$ cat config.mk
export PLATFORM = sky130hd
export DESIGN_NAME = tag_track_top
export DESIGN_NICKNAME = d
export VERILOG_FILES = /design/src/tag_track_pkg.sv /design/src/heap_ram.sv /design/src/alloc_fifo2.sv /design/src/tag_heap.sv /design/src/rsp_lookup.sv /design/src/tag_track_top.sv
export SDC_FILE = /design/constraint.sdc
export NUM_CORES = 1
export LEC_CHECK = 0
export BUFFER_PORTS_ARGS = -buffer_cell sky130_fd_sc_hd__buf_2
export CORE_ASPECT_RATIO = 0.7
export CORE_MARGIN = 1.5
export CORE_UTILIZATION = 40
export CTS_BUF_LIST = sky130_fd_sc_hd__clkbuf_16
export DETAILED_ROUTE_END_ITERATION = 6
export PLACE_DENSITY = 0.55
export RECOVER_POWER = 25
export SKIP_LAST_GASP = 1
export SLEW_MARGIN = 10
export SYNTH_ARGS = -nofsm -noshare
export SYNTH_HDL_FRONTEND = slang
export SYNTH_SLANG_ARGS = --single-unit
$ cat constraint.sdc
create_clock -name clk -period 4 [get_ports clk]
set_clock_uncertainty 0.2 [all_clocks]
set_input_delay 0.8 -clock clk [delete_from_list [all_inputs] [get_ports clk]]
set_output_delay 0.8 -clock clk [all_outputs]
set_load 0.05 [all_outputs]
$ cat src/tag_track_pkg.sv
// Shared sizes and types for the request tag tracker
// N_TAGS must be a power of two and larger than 2 + MIN_FREE_SLOTS
`default_nettype none

package tag_track_pkg;

    // Heap geometry
    localparam int N_TAGS = 32;
    localparam int TAG_BITS = $clog2(N_TAGS);
    // No prefetch at or below this many free entries
    localparam int MIN_FREE_SLOTS = 1;
    // Two entries stay on the lists as permanent heads
    localparam int MAX_OUTSTANDING = N_TAGS - 2 - MIN_FREE_SLOTS;

    // Payload widths
    localparam int META_BITS = 24;
    localparam int DATA_BITS = 32;

    typedef logic [TAG_BITS-1:0] t_tag;
    typedef logic [DATA_BITS-1:0] t_data;

    // Request metadata, stored in the heap until the response
    typedef struct packed {
        logic [3:0] opcode;
        logic [3:0] src_id;
        logic [META_BITS-9:0] addr;
    } t_meta;

    typedef struct packed {
        t_tag tag;
        t_data data;
    } t_rsp;

    typedef struct packed {
        t_meta meta;
        t_data data;
    } t_cmp;

endpackage

`default_nettype wire

$ cat src/heap_ram.sv
// Simple dual-port RAM with N_TAGS words, no reset on contents
// Read data comes 1 + N_OUTPUT_REG_STAGES cycles after raddr
// Reading an address in its write cycle returns the old word
`default_nettype none

module heap_ram
    import tag_track_pkg::*;
#(
    parameter type t_word = t_tag,
    parameter int N_OUTPUT_REG_STAGES = 0
)
(
    input  wire logic clk,

    input  wire logic wen,
    input  wire t_tag waddr,
    input  wire t_word wdata,

    input  wire t_tag raddr,
    output t_word rdata
);

    // Storage array
    t_word mem [0:N_TAGS-1];

    // Registered read followed by the optional output stages
    t_word rd_pipe [0:N_OUTPUT_REG_STAGES];

    always_ff @(posedge clk)
    begin
        if (wen)
        begin
            mem[waddr] <= wdata;
        end

        rd_pipe[0] <= mem[raddr];

        // Shift through the output stages, none when the count is 0
        for (int i = 0; i < N_OUTPUT_REG_STAGES; i++)
        begin
            rd_pipe[i+1] <= rd_pipe[i];
        end
    end

    assign rdata = rd_pipe[N_OUTPUT_REG_STAGES];

endmodule

`default_nettype wire

$ cat src/alloc_fifo2.sv
// Two-entry FIFO of free indices ready for allocation
// Enqueue and dequeue may share a cycle; not_empty follows enqueue by one cycle
// Caller must not enqueue when full or dequeue when empty
`default_nettype none

module alloc_fifo2
    import tag_track_pkg::*;
(
    input  wire logic clk,
    input  wire logic reset,

    input  wire logic enq_en,
    input  wire t_tag enq_data,
    output logic not_full,

    output t_tag first,
    input  wire logic deq_en,
    output logic not_empty
);

    // Slot 0 is always the oldest entry
    t_tag data0;
    t_tag data1;
    logic valid0;
    logic valid1;

    assign first = data0;
    assign not_empty = valid0;
    assign not_full = !valid1;

    // Valid bits
    always_ff @(posedge clk)
    begin
        if (reset)
        begin
            valid0 <= 1'b0;
            valid1 <= 1'b0;
        end
        else if (deq_en)
        begin
            // Slot 1 moves up, or a new entry fills slot 0 directly
            valid0 <= valid1 || enq_en;
            valid1 <= 1'b0;
        end
        else
        begin
            valid0 <= valid0 || enq_en;
            valid1 <= valid1 || (enq_en && valid0);
        end
    end

    // Payload, no reset
    always_ff @(posedge clk)
    begin
        if (deq_en)
        begin
            data0 <= valid1 ? data1 : enq_data;
        end
        else if (enq_en && !valid0)
        begin
            data0 <= enq_data;
        end

        if (enq_en && valid0 && !deq_en)
        begin
            data1 <= enq_data;
        end
    end

    // Protocol checks on the caller
    a_no_enq_full: assert property (@(posedge clk) disable iff (reset)
        enq_en |-> not_full)
        else $error("alloc_fifo2: enqueue while full");

    a_no_deq_empty: assert property (@(posedge clk) disable iff (reset)
        deq_en |-> not_empty)
        else $error("alloc_fifo2: dequeue while empty");

endmodule

`default_nettype wire

$ cat src/tag_heap.sv
// Heap of N_TAGS metadata records with round-robin allocation
// Not ready for about N_TAGS cycles after reset while the free list fills
// Two entries stay reserved as list heads; a tag freed twice is not caught
// Record read data is valid the cycle after read_tag
`default_nettype none

module tag_heap
    import tag_track_pkg::*;
(
    input  wire logic clk,
    input  wire logic reset,

    // Allocation side
    input  wire logic alloc,
    input  wire t_meta alloc_meta,
    output logic not_full,
    output t_tag alloc_tag,

    // Lookup side
    input  wire t_tag read_tag,
    output t_meta read_meta,

    // Free side
    input  wire logic release_en,
    input  wire t_tag release_tag
);

    // ==============================
    // Record store
    // ==============================

    // Record written in the allocation cycle, no output stage
    heap_ram #(
        .t_word(t_meta),
        .N_OUTPUT_REG_STAGES(0)
    ) meta_ram (
        .clk,
        .wen(alloc),
        .waddr(alloc_tag),
        .wdata(alloc_meta),
        .raddr(read_tag),
        .rdata(read_meta)
    );

    // ==============================
    // Allocation prefetch
    // ==============================

    logic pop_free;
    logic need_pop;
    logic free_idx_avail;
    t_tag next_free_idx;

    // Pop whenever the prefetch FIFO has room and the list is deep enough
    assign pop_free = need_pop && free_idx_avail;

    alloc_fifo2 prefetch (
        .clk,
        .reset,
        .enq_en(pop_free),
        .enq_data(next_free_idx),
        .not_full(need_pop),
        .first(alloc_tag),
        .deq_en(alloc),
        .not_empty(not_full)
    );

    // ==============================
    // Free lists
    // ==============================

    // Two lists popped and pushed in turn hide the two-cycle link read
    t_tag free_head [0:1];
    t_tag free_head_q [0:1];
    t_tag free_tail [0:1];
    logic head_sel;
    logic tail_sel;

    logic initialized;
    t_tag init_idx;

    logic free_wen;
    t_tag free_wdata;
    t_tag free_rnext;

    assign next_free_idx = free_head[head_sel];

    // Link memory, entry i holds the successor of i
    heap_ram #(
        .t_word(t_tag),
        .N_OUTPUT_REG_STAGES(1)
    ) link_ram (
        .clk,
        .wen(free_wen),
        .waddr(free_tail[tail_sel]),
        .wdata(free_wdata),
        .raddr(free_head[head_sel]),
        .rdata(free_rnext)
    );

    // Pop tracking until the successor returns
    logic pop_q;
    logic pop_q2;
    logic head_sel_q;
    logic head_sel_q2;

    // Head of the list popped two cycles ago takes the link read data
    always_comb
    begin
        free_head[0] = free_head_q[0];
        free_head[1] = free_head_q[1];
        if (pop_q2)
        begin
            free_head[head_sel_q2] = free_rnext;
        end
    end

    always_ff @(posedge clk)
    begin
        if (reset)
        begin
            pop_q <= 1'b0;
            pop_q2 <= 1'b0;
            head_sel <= 1'b0;
            head_sel_q <= 1'b0;
            head_sel_q2 <= 1'b0;
            // Entries 0 and 1 start as the two heads
            free_head_q[0] <= t_tag'(0);
            free_head_q[1] <= t_tag'(1);
        end
        else
        begin
            pop_q <= pop_free;
            pop_q2 <= pop_q;
            head_sel_q <= head_sel;
            head_sel_q2 <= head_sel_q;
            free_head_q[0] <= free_head[0];
            free_head_q[1] <= free_head[1];
            if (pop_free)
            begin
                head_sel <= !head_sel;
            end
        end
    end

    // Released tag pushed one cycle later
    logic release_q;
    t_tag release_tag_q;

    always_ff @(posedge clk)
    begin
        if (reset)
        begin
            release_q <= 1'b0;
        end
        else
        begin
            release_q <= release_en;
        end
        release_tag_q <= release_tag;
    end

    // Init walk shares the push port
    assign free_wen = !initialized || release_q;
    assign free_wdata = initialized ? release_tag_q : init_idx;

    always_ff @(posedge clk)
    begin
        if (reset)
        begin
            free_tail[0] <= t_tag'(0);
            free_tail[1] <= t_tag'(1);
            tail_sel <= 1'b0;
        end
        else if (free_wen)
        begin
            free_tail[tail_sel] <= free_wdata;
            tail_sel <= !tail_sel;
        end
    end

    // ==============================
    // Init walk and free count
    // ==============================

    t_tag num_free;

    always_ff @(posedge clk)
    begin
        if (reset)
        begin
            // Walk starts after the two head entries
            init_idx <= t_tag'(2);
            initialized <= 1'b0;
            num_free <= '0;
            free_idx_avail <= 1'b0;
        end
        else if (!initialized)
        begin
            init_idx <= init_idx + t_tag'(1);
            if (init_idx == t_tag'(N_TAGS - 1))
            begin
                initialized <= 1'b1;
                // Heads are never counted, so neither list runs dry
                num_free <= t_tag'(N_TAGS - 2);
                free_idx_avail <= 1'b1;
            end
        end
        else if (release_q && !pop_free)
        begin
            num_free <= num_free + t_tag'(1);
            free_idx_avail <= (num_free + t_tag'(1)) > t_tag'(MIN_FREE_SLOTS);
        end
        else if (!release_q && pop_free)
        begin
            num_free <= num_free - t_tag'(1);
            free_idx_avail <= (num_free - t_tag'(1)) > t_tag'(MIN_FREE_SLOTS);
        end
    end

    // Requester must wait for ready
    a_alloc_ready: assert property (@(posedge clk) disable iff (reset)
        alloc |-> not_full)
        else $error("tag_heap: alloc while not ready");

    // A push beyond the count means a tag was freed twice
    a_no_overflow: assert property (@(posedge clk) disable iff (reset)
        (initialized && release_q && !pop_free) |-> (num_free < t_tag'(N_TAGS - 2)))
        else $error("tag_heap: free count overflow");

    // Popped list must still hold an entry behind its head
    a_no_empty_pop: assert property (@(posedge clk) disable iff (reset)
        pop_free |-> (free_head[head_sel] != free_tail[head_sel]))
        else $error("tag_heap: pop from empty free list");

endmodule

`default_nettype wire

$ cat src/rsp_lookup.sv
// Response stage, one cycle from rsp_valid to cmp_valid and release
// Accepts a response every cycle; no back-pressure on completions
// Tag must name an outstanding request
`default_nettype none

module rsp_lookup
    import tag_track_pkg::*;
(
    input  wire logic clk,
    input  wire logic reset,

    // Incoming response
    input  wire logic rsp_valid,
    input  wire t_rsp rsp,

    // Heap read port, data returns next cycle
    output t_tag read_tag,
    input  wire t_meta read_meta,

    // Completion
    output logic cmp_valid,
    output t_cmp cmp,

    // Tag return to the free list
    output logic release_en,
    output t_tag release_tag
);

    logic rsp_valid_q;
    t_rsp rsp_q;

    // Address the heap straight from the incoming tag
    assign read_tag = rsp.tag;

    always_ff @(posedge clk)
    begin
        if (reset)
        begin
            rsp_valid_q <= 1'b0;
        end
        else
        begin
            rsp_valid_q <= rsp_valid;
        end
        // Tag and data wait one cycle for the record
        rsp_q <= rsp;
    end

    // Join stored record with delayed data
    assign cmp_valid = rsp_valid_q;
    assign cmp.meta = read_meta;
    assign cmp.data = rsp_q.data;

    // Free in the same cycle as the completion
    assign release_en = rsp_valid_q;
    assign release_tag = rsp_q.tag;

endmodule

`default_nettype wire

$ cat src/tag_track_top.sv
// Request tag tracker top level
// req_valid may only be raised while req_ready is high
// req_ready stays low during free-list init after reset
`default_nettype none

module tag_track_top
    import tag_track_pkg::*;
(
    input  wire logic clk,
    input  wire logic reset,

    // Requests
    input  wire logic req_valid,
    input  wire t_meta req_meta,
    output logic req_ready,
    output t_tag req_tag,

    // Responses, any order
    input  wire logic rsp_valid,
    input  wire t_rsp rsp,

    // Completions
    output logic cmp_valid,
    output t_cmp cmp
);

    // Lookup to heap
    t_tag read_tag;
    t_meta read_meta;
    logic release_en;
    t_tag release_tag;

    // Accept side, req_valid is the accept under the ready rule
    tag_heap heap (
        .clk,
        .reset,
        .alloc(req_valid),
        .alloc_meta(req_meta),
        .not_full(req_ready),
        .alloc_tag(req_tag),
        .read_tag,
        .read_meta,
        .release_en,
        .release_tag
    );

    // Lookup and release side
    rsp_lookup lookup (
        .clk,
        .reset,
        .rsp_valid,
        .rsp,
        .read_tag,
        .read_meta,
        .cmp_valid,
        .cmp,
        .release_en,
        .release_tag
    );

endmodule

`default_nettype wire

* Yosys cells after proc, flatten, opt, wreduce, memory -nomap -nowiden
Memories as Yosys holds them, arrays and structs flattened. A register that Yosys moved wholly into a read port is not among the register bits.
Index checks and enable logic that the tools add are counted.
** Cells by class
- Add/subtract/negate cells :: 3
- Magnitude comparators :: 5
- Equality and inequality tests :: 2
- Mux-type cells :: 38
- Bitwise logic cells :: 4
- Reductions and logical operators :: 24
** Operator list (count)
- 2-to-1 mux 5 bit :: 15
- 2-to-1 mux 1 bit :: 20
- adder 5 x 1 -> 5 bit, second input constant :: 2
- bitwise mux 10 bit :: 1
- > comparator 5 x 1 -> 1 bit, second input constant :: 2
- 2-to-1 mux 10 bit :: 1
- zero test 1 bit :: 8
- logical AND 1 bit :: 7
- demux 5 bit (select 1 bit) :: 1
- == test 5 bit, second input constant :: 1
- OR reduction 5 bit :: 1
- subtractor 5 x 1 -> 5 bit, second input constant :: 1
- greater-or-equal comparator 2 bit, second input constant :: 2
- logical OR 1 bit :: 4
- NOT 1 -> 2 bit :: 2
- nonzero test 2 bit :: 2
- inequality test 3 bit, second input constant :: 1
- < comparator 2 x 1 -> 1 bit, second input constant :: 1
- bitwise OR 1 bit :: 2
- AND reduction 2 bit :: 1
- OR reduction 2 bit :: 1
** Word-level totals
- Register bits :: 74
- Bits in writable memories :: 982
- Bits of input ports :: 65
- Output and inout port bits :: 63
- Word-level logic and storage cells :: 101
- Memories kept :: 6
** Memories
- heap.meta_ram.mem :: words 32, width 24, read ports 1, clocked after Yosys merged registers in 0, wr ports 1, RTL line heap_ram.sv:24 : t_word mem [0:N_TAGS-1];
- heap.link_ram.mem :: words 32, width 5, read ports 1, clocked after Yosys merged registers in 0, wr ports 1, RTL line heap_ram.sv:24
- heap.meta_ram.rd_pipe :: words 1, width 24, read ports 1, clocked after Yosys merged registers in 0, wr ports 1, RTL line heap_ram.sv:27 : t_word rd_pipe [0:N_OUTPUT_REG_STAGES];
- heap.free_head_q :: words 2, width 5, read ports 2, clocked after Yosys merged registers in 0, wr ports 2, RTL line tag_heap.sv:74 : t_tag free_head_q [0:1];
- heap.free_tail :: words 2, width 5, read ports 1, clocked after Yosys merged registers in 1, wr ports 2, RTL line tag_heap.sv:75 : t_tag free_tail [0:1];
- heap.link_ram.rd_pipe :: words 2, width 5, read ports 2, clocked after Yosys merged registers in 0, wr ports 2, RTL line heap_ram.sv:27

* Logic depth before layout (Yosys ltp)
- Word-level depth :: 12
- Depth in mapped cells :: 12
- Mapped depth without buffers :: 9

* Cells and area by module
A second synthesis with hierarchy kept.
** Second synthesis, totals
- Cell total of the unflattened synthesis :: 2325
- Area, all modules :: 40556.4 um^2
** By module, submodules not included
- heap_ram at heap.meta_ram :: instances 1, cells each 1711, area an instance 30483.0 um^2, sequential area each 23542.6 um^2
- heap_ram at heap.link_ram :: instances 1, cells each 287, area an instance 6482.5 um^2, sequential area each 5004.8 um^2
- tag_heap :: instances 1, cells each 232, area an instance 2122.0 um^2, sequential area each 1001.0 um^2
- rsp_lookup :: instances 1, cells each 69, area an instance 999.7 um^2, sequential area each 760.7 um^2
- alloc_fifo2 :: instances 1, cells each 26, area an instance 469.2 um^2, sequential area each 340.3 um^2

* Least setup slack after synthesis
No wires, ideal clock.
- Path kind :: input-to-reg
- Start :: in req_valid
- End :: mem heap.meta_ram.mem[28][0] (netlist name), enable pin
- Setup time :: 405 ps
- Arrival :: 2692 ps
- Required time :: 3395 ps
- Path slack :: 703 ps
- Stages on the path :: 4
- Path buffers :: 2
- Cell sequence :: clkbuf_1 -> or3b_2 -> clkbuf_1 -> nor2_1
** On the way
- Longest elaborated chain between the ends :: 2
** RTL lines
- start, declared :: RTL line tag_track_top.sv:13 : input wire logic req_valid,
- 2-to-1 mux 1 bit :: RTL line heap_ram.sv:31 : if (wen)
- 2-to-1 mux 1 bit (implied by the code) :: RTL line heap_ram.sv:33 : mem[waddr] <= wdata;
- end, declared :: RTL line heap_ram.sv:24
Every way passes these cells.

* Worst setup path in the final report
- Start :: in rsp[34] (netlist name)
- End :: mem heap.meta_ram.rd_pipe[0][3] (netlist name)
** On the way
- Longest elaborated chain between the ends :: 1
** RTL lines
- start, declared :: RTL line tag_track_top.sv:20 : input wire t_rsp rsp,
- memory read (32 x 24 bit)
- end, declared :: RTL line heap_ram.sv:27
Every way passes these cells.

==> qor.txt <==
Status -> finished, violations left
Failing checks -> max-capacitance violations, max-slew violations
Die width -> 379.6 um
CP Max Fanout -> 17
Sw Ratio -> 21.86%
Syn_nets -> 1,991
Worst slew pin tran -> 2.246 ns
Minimum clock period -> 3.490 ns
RSZ-0062 raised after global routing -> no
Crit path from -> rsp[34]
Nets -> 2,242
Final setup viols -> 0
Gate power share -> 5.3%
Vias per cell -> 5.516
Power per cell area -> 499.0 nW/um2
Top post-synthesis cells by area -> edfxtp_1 (72%), mux4_2 (14%), dfxtp_1 (5.5%), mux2i_1 (1.6%), nand2_1 (1.1%)
CTS resizes -> 0
Synth warn -> 0
Setup TNS -> 0 ns
Netlist cell types -> 55
Reg2Reg Depth -> 9
Global-route wire length before repair -> 141,400 um
Area share of the largest cell type after synthesis -> 71.68%
Overflow after GRT -> 0
Post-CTS Hold Buffers -> 32
Number of DRC markers in iteration 0 -> 2,155
H-tree depth -> 3
Worst Setup EP -> heap.meta_ram.rd_pipe[0][3]
Clk pin slew, worst setup/hold paths -> 0.06 ns
Number of fill cells -> 8,084
Drt first pass iters -> 5
IO Port Bufs -> 127
Rel. slew slack -> -49.77%
Final Cell Area -> 46,580 um2
VDD IR max -> 0.3621 mV
Leakage power -> 0.01497 uW
P_sw -> 5082 uW
ANT nets after route -> 0
Number of global-route vias before repair -> 19,773
Area delta synth->final -> 17.30%
Internal -> 18,160 uW
Drt total wl -> 99,230 um
Final count of pins violating max slew -> 17
Reg2reg start -> heap.head_sel
Die Ht -> 266.6 um
Placed Area -> 42,900 um2
Clk root buf -> clkbuf_16
Final core utilization -> 47.47%
Sink Count -> 1,057
Max-cap check violation count -> 1
Data arrival, critical path -> 3.88 ns
Clock power frac -> 41.8%
Die area -> 101,200 um2
Post-Synthesis Cells -> 1,919
Required time of the critical path -> 4.38 ns
I/O pins -> 128
Pin count of the biggest net entering global routing -> 52
Total CTS buffers -> 103
Clock Latency Late Sink -> 0.70 ns
Most common cell in the synthesized netlist -> edfxtp_1
Syn_area_per_cell -> 20.69 um2
Worst Hold Class -> in -> reg
Main synth FF type -> edfxtp_1
Crit start category -> input port
Core Footprint -> 98,130 um2
Final hold violations -> 0
Max Freq -> 286.5 MHz
CTS max path bufs -> 3
Register area share after synthesis -> 77.18%
RR Endpoint -> heap.link_ram.rd_pipe[0][2]
Post-DP HPWL -> 58,260 um
Wire per inst -> 27.69 um
CTS tree -> yes
Vias post-DR -> 19,768
GP Congestion -> 0.8383
Crit end category -> flop
Worst reg-to-reg setup slack -> 0.68 ns
Mapped Area -> 39,710 um2
Row Count -> 96
Synth async-reset ratio -> 0%
Initial antenna violation count -> 6
GRT Util Overall -> 19.65%
Reg power frac -> 52.9%
WS Path Type -> in -> reg
Synth cell count leaders -> edfxtp_1 (948), mux4_2 (240), nand2_1 (117), dfxtp_1 (109), nor2_1 (99)
Total power -> 23,240 uW
Fin crit share -> 87.26%
Initial Utilization -> 40.47%
Number of remaining DRC errors -> 0
Post-CTS Setup Inserts -> 0
Share of layout cells above drive strength 1 -> 28.60%
Dominant cell type by area after synthesis -> edfxtp_1
Post-synth EDFFs -> 948
#FFs+latches synth -> 1,057
==> worst min path at each step <==
stage | from | end | slack (ns) | cells past startpoint
2_1_floorplan | heap.link_ram.rd_pipe[0][0] | heap.link_ram.rd_pipe[0][5] | 0.11 | 0
3_3_place_gp | lookup.release_tag[4] | heap.release_tag_q[4] | 0.11 | 0
3_5_place_dp | lookup.release_tag[4] | heap.release_tag_q[4] | 0.11 | 0
4_1_cts | rsp_valid | lookup.cmp_valid | 0.07 | 2
5_1_grt | rsp_valid | lookup.cmp_valid | 0.07 | 2
6_report | rsp_valid | lookup.cmp_valid | 0.12 | 2
==> cell families (layout without fill, tap and decap cells) <==
| family | count (synthesis) | in the layout | synth area share (%) |
|---|---|---|---|
| flops | 1057 | 1057 | 77.18 |
| mux | 328 | 328 | 15.91 |
| simple gates | 285 | 285 | 3.107 |
| compound gates | 125 | 125 | 2.105 |
| buf+inv | 106 | 446 | 1.216 |
| xor+xnor | 11 | 11 | 0.2615 |
| fa+ha+maj | 7 | 7 | 0.2205 |
| other cells | 0 | 2 | 0 |
==> cell usage in the layout, fill, tap and decap left out, types with 6 or more instances in the layout <==
cell type / netlist / routed
edfxtp_1: 948 / 948
bufinv_16: 0 / 12
buf_12: 0 / 38
a21oi_1: 55 / 55
clkinv_1: 0 / 21
clkbuf_16: 0 / 104
clkinvlp_4: 0 / 6
ha_1: 7 / 7
nand3_1: 10 / 10
dlygate4sd3_1: 0 / 32
dfxtp_1: 109 / 109
o21ai_0: 13 / 13
a211oi_1: 8 / 8
nor2_4: 0 / 32
nand2_1: 117 / 117
inv_1: 13 / 37
mux2i_1: 62 / 62
mux2_2: 26 / 26
nand3b_1: 6 / 6
buf_4: 3 / 39
nor3_1: 21 / 21
buf_2: 25 / 103
o32ai_1: 15 / 15
clkinv_2: 0 / 15
mux4_2: 240 / 240
inv_2: 3 / 8
xnor2_1: 7 / 7
clkbuf_1: 54 / 21
nor2_1: 99 / 67
nor2b_1: 10 / 10
==> per-layer routing <==
layer | vias to the layer above | track usage (%) | wire [um]
li1 | 8345 | - | -
met1 | 10554 | 30.07 | 46120
met2 | 740 | 28.07 | 43110
met3 | 121 | 5.464 | 8467
met4 | 8 | 3.864 | 1485
met5 | - | 0 | 46
==> registers in the layout (all words and copies together) (netlist names), 5 cells and up, named ones only <==
register	cells
heap.release_tag_q	5
heap.num_free	5
heap.link_ram.mem	160
heap.free_head_q	10
lookup.release_tag	5
heap.meta_ram.mem	768
heap.prefetch.first	5
heap.meta_ram.rd_pipe	24
lookup.cmp	32
heap.prefetch.data1	5
heap.init_idx	5
heap.link_ram.rd_pipe	10
heap.free_tail	10
==> power groups by stage <==
stage               sequential, uW  clock (uW)  combinational, uW
finish                       12300        9720               1240
global route                 12300       10300               1310
CTS                          12300        9930               1260
detailed placement           12500           0               1230
global placement             12500           0               1210
floorplan                    12700           0                545
==> critical path: stages <==
cell and delay, ns:
clkbuf_1 1.56, buf_4 0.50, mux4_2 0.65, mux2_2 0.30
==> area by class of cell <==
type	instances	area, um2	area share, %
multi-input combinational	756	8820	18.93
timing repair buffer	235	1997	4.287
clock inverter	90	783.3	1.681
tap	1323	1655	3.554
sequential	1057	30650	65.80
clock buffer	104	2603	5.587
inverter	17	68.82	0.1477
antenna	2	5.005	0.01074
==> per-stage QoR <==
step           worst slack, ns  instances  hold slack (ns)
6_report                0.5096       3584           0.1204
5_1_grt                 0.4298       3582          0.07491
4_1_cts                 0.7290       3582          0.06553
3_5_place_dp            0.6745       3356           0.1128
3_3_place_gp            0.6646       3356           0.1103
2_1_floorplan           0.7034       1919           0.1096
(Power assumes the default switching activity.)
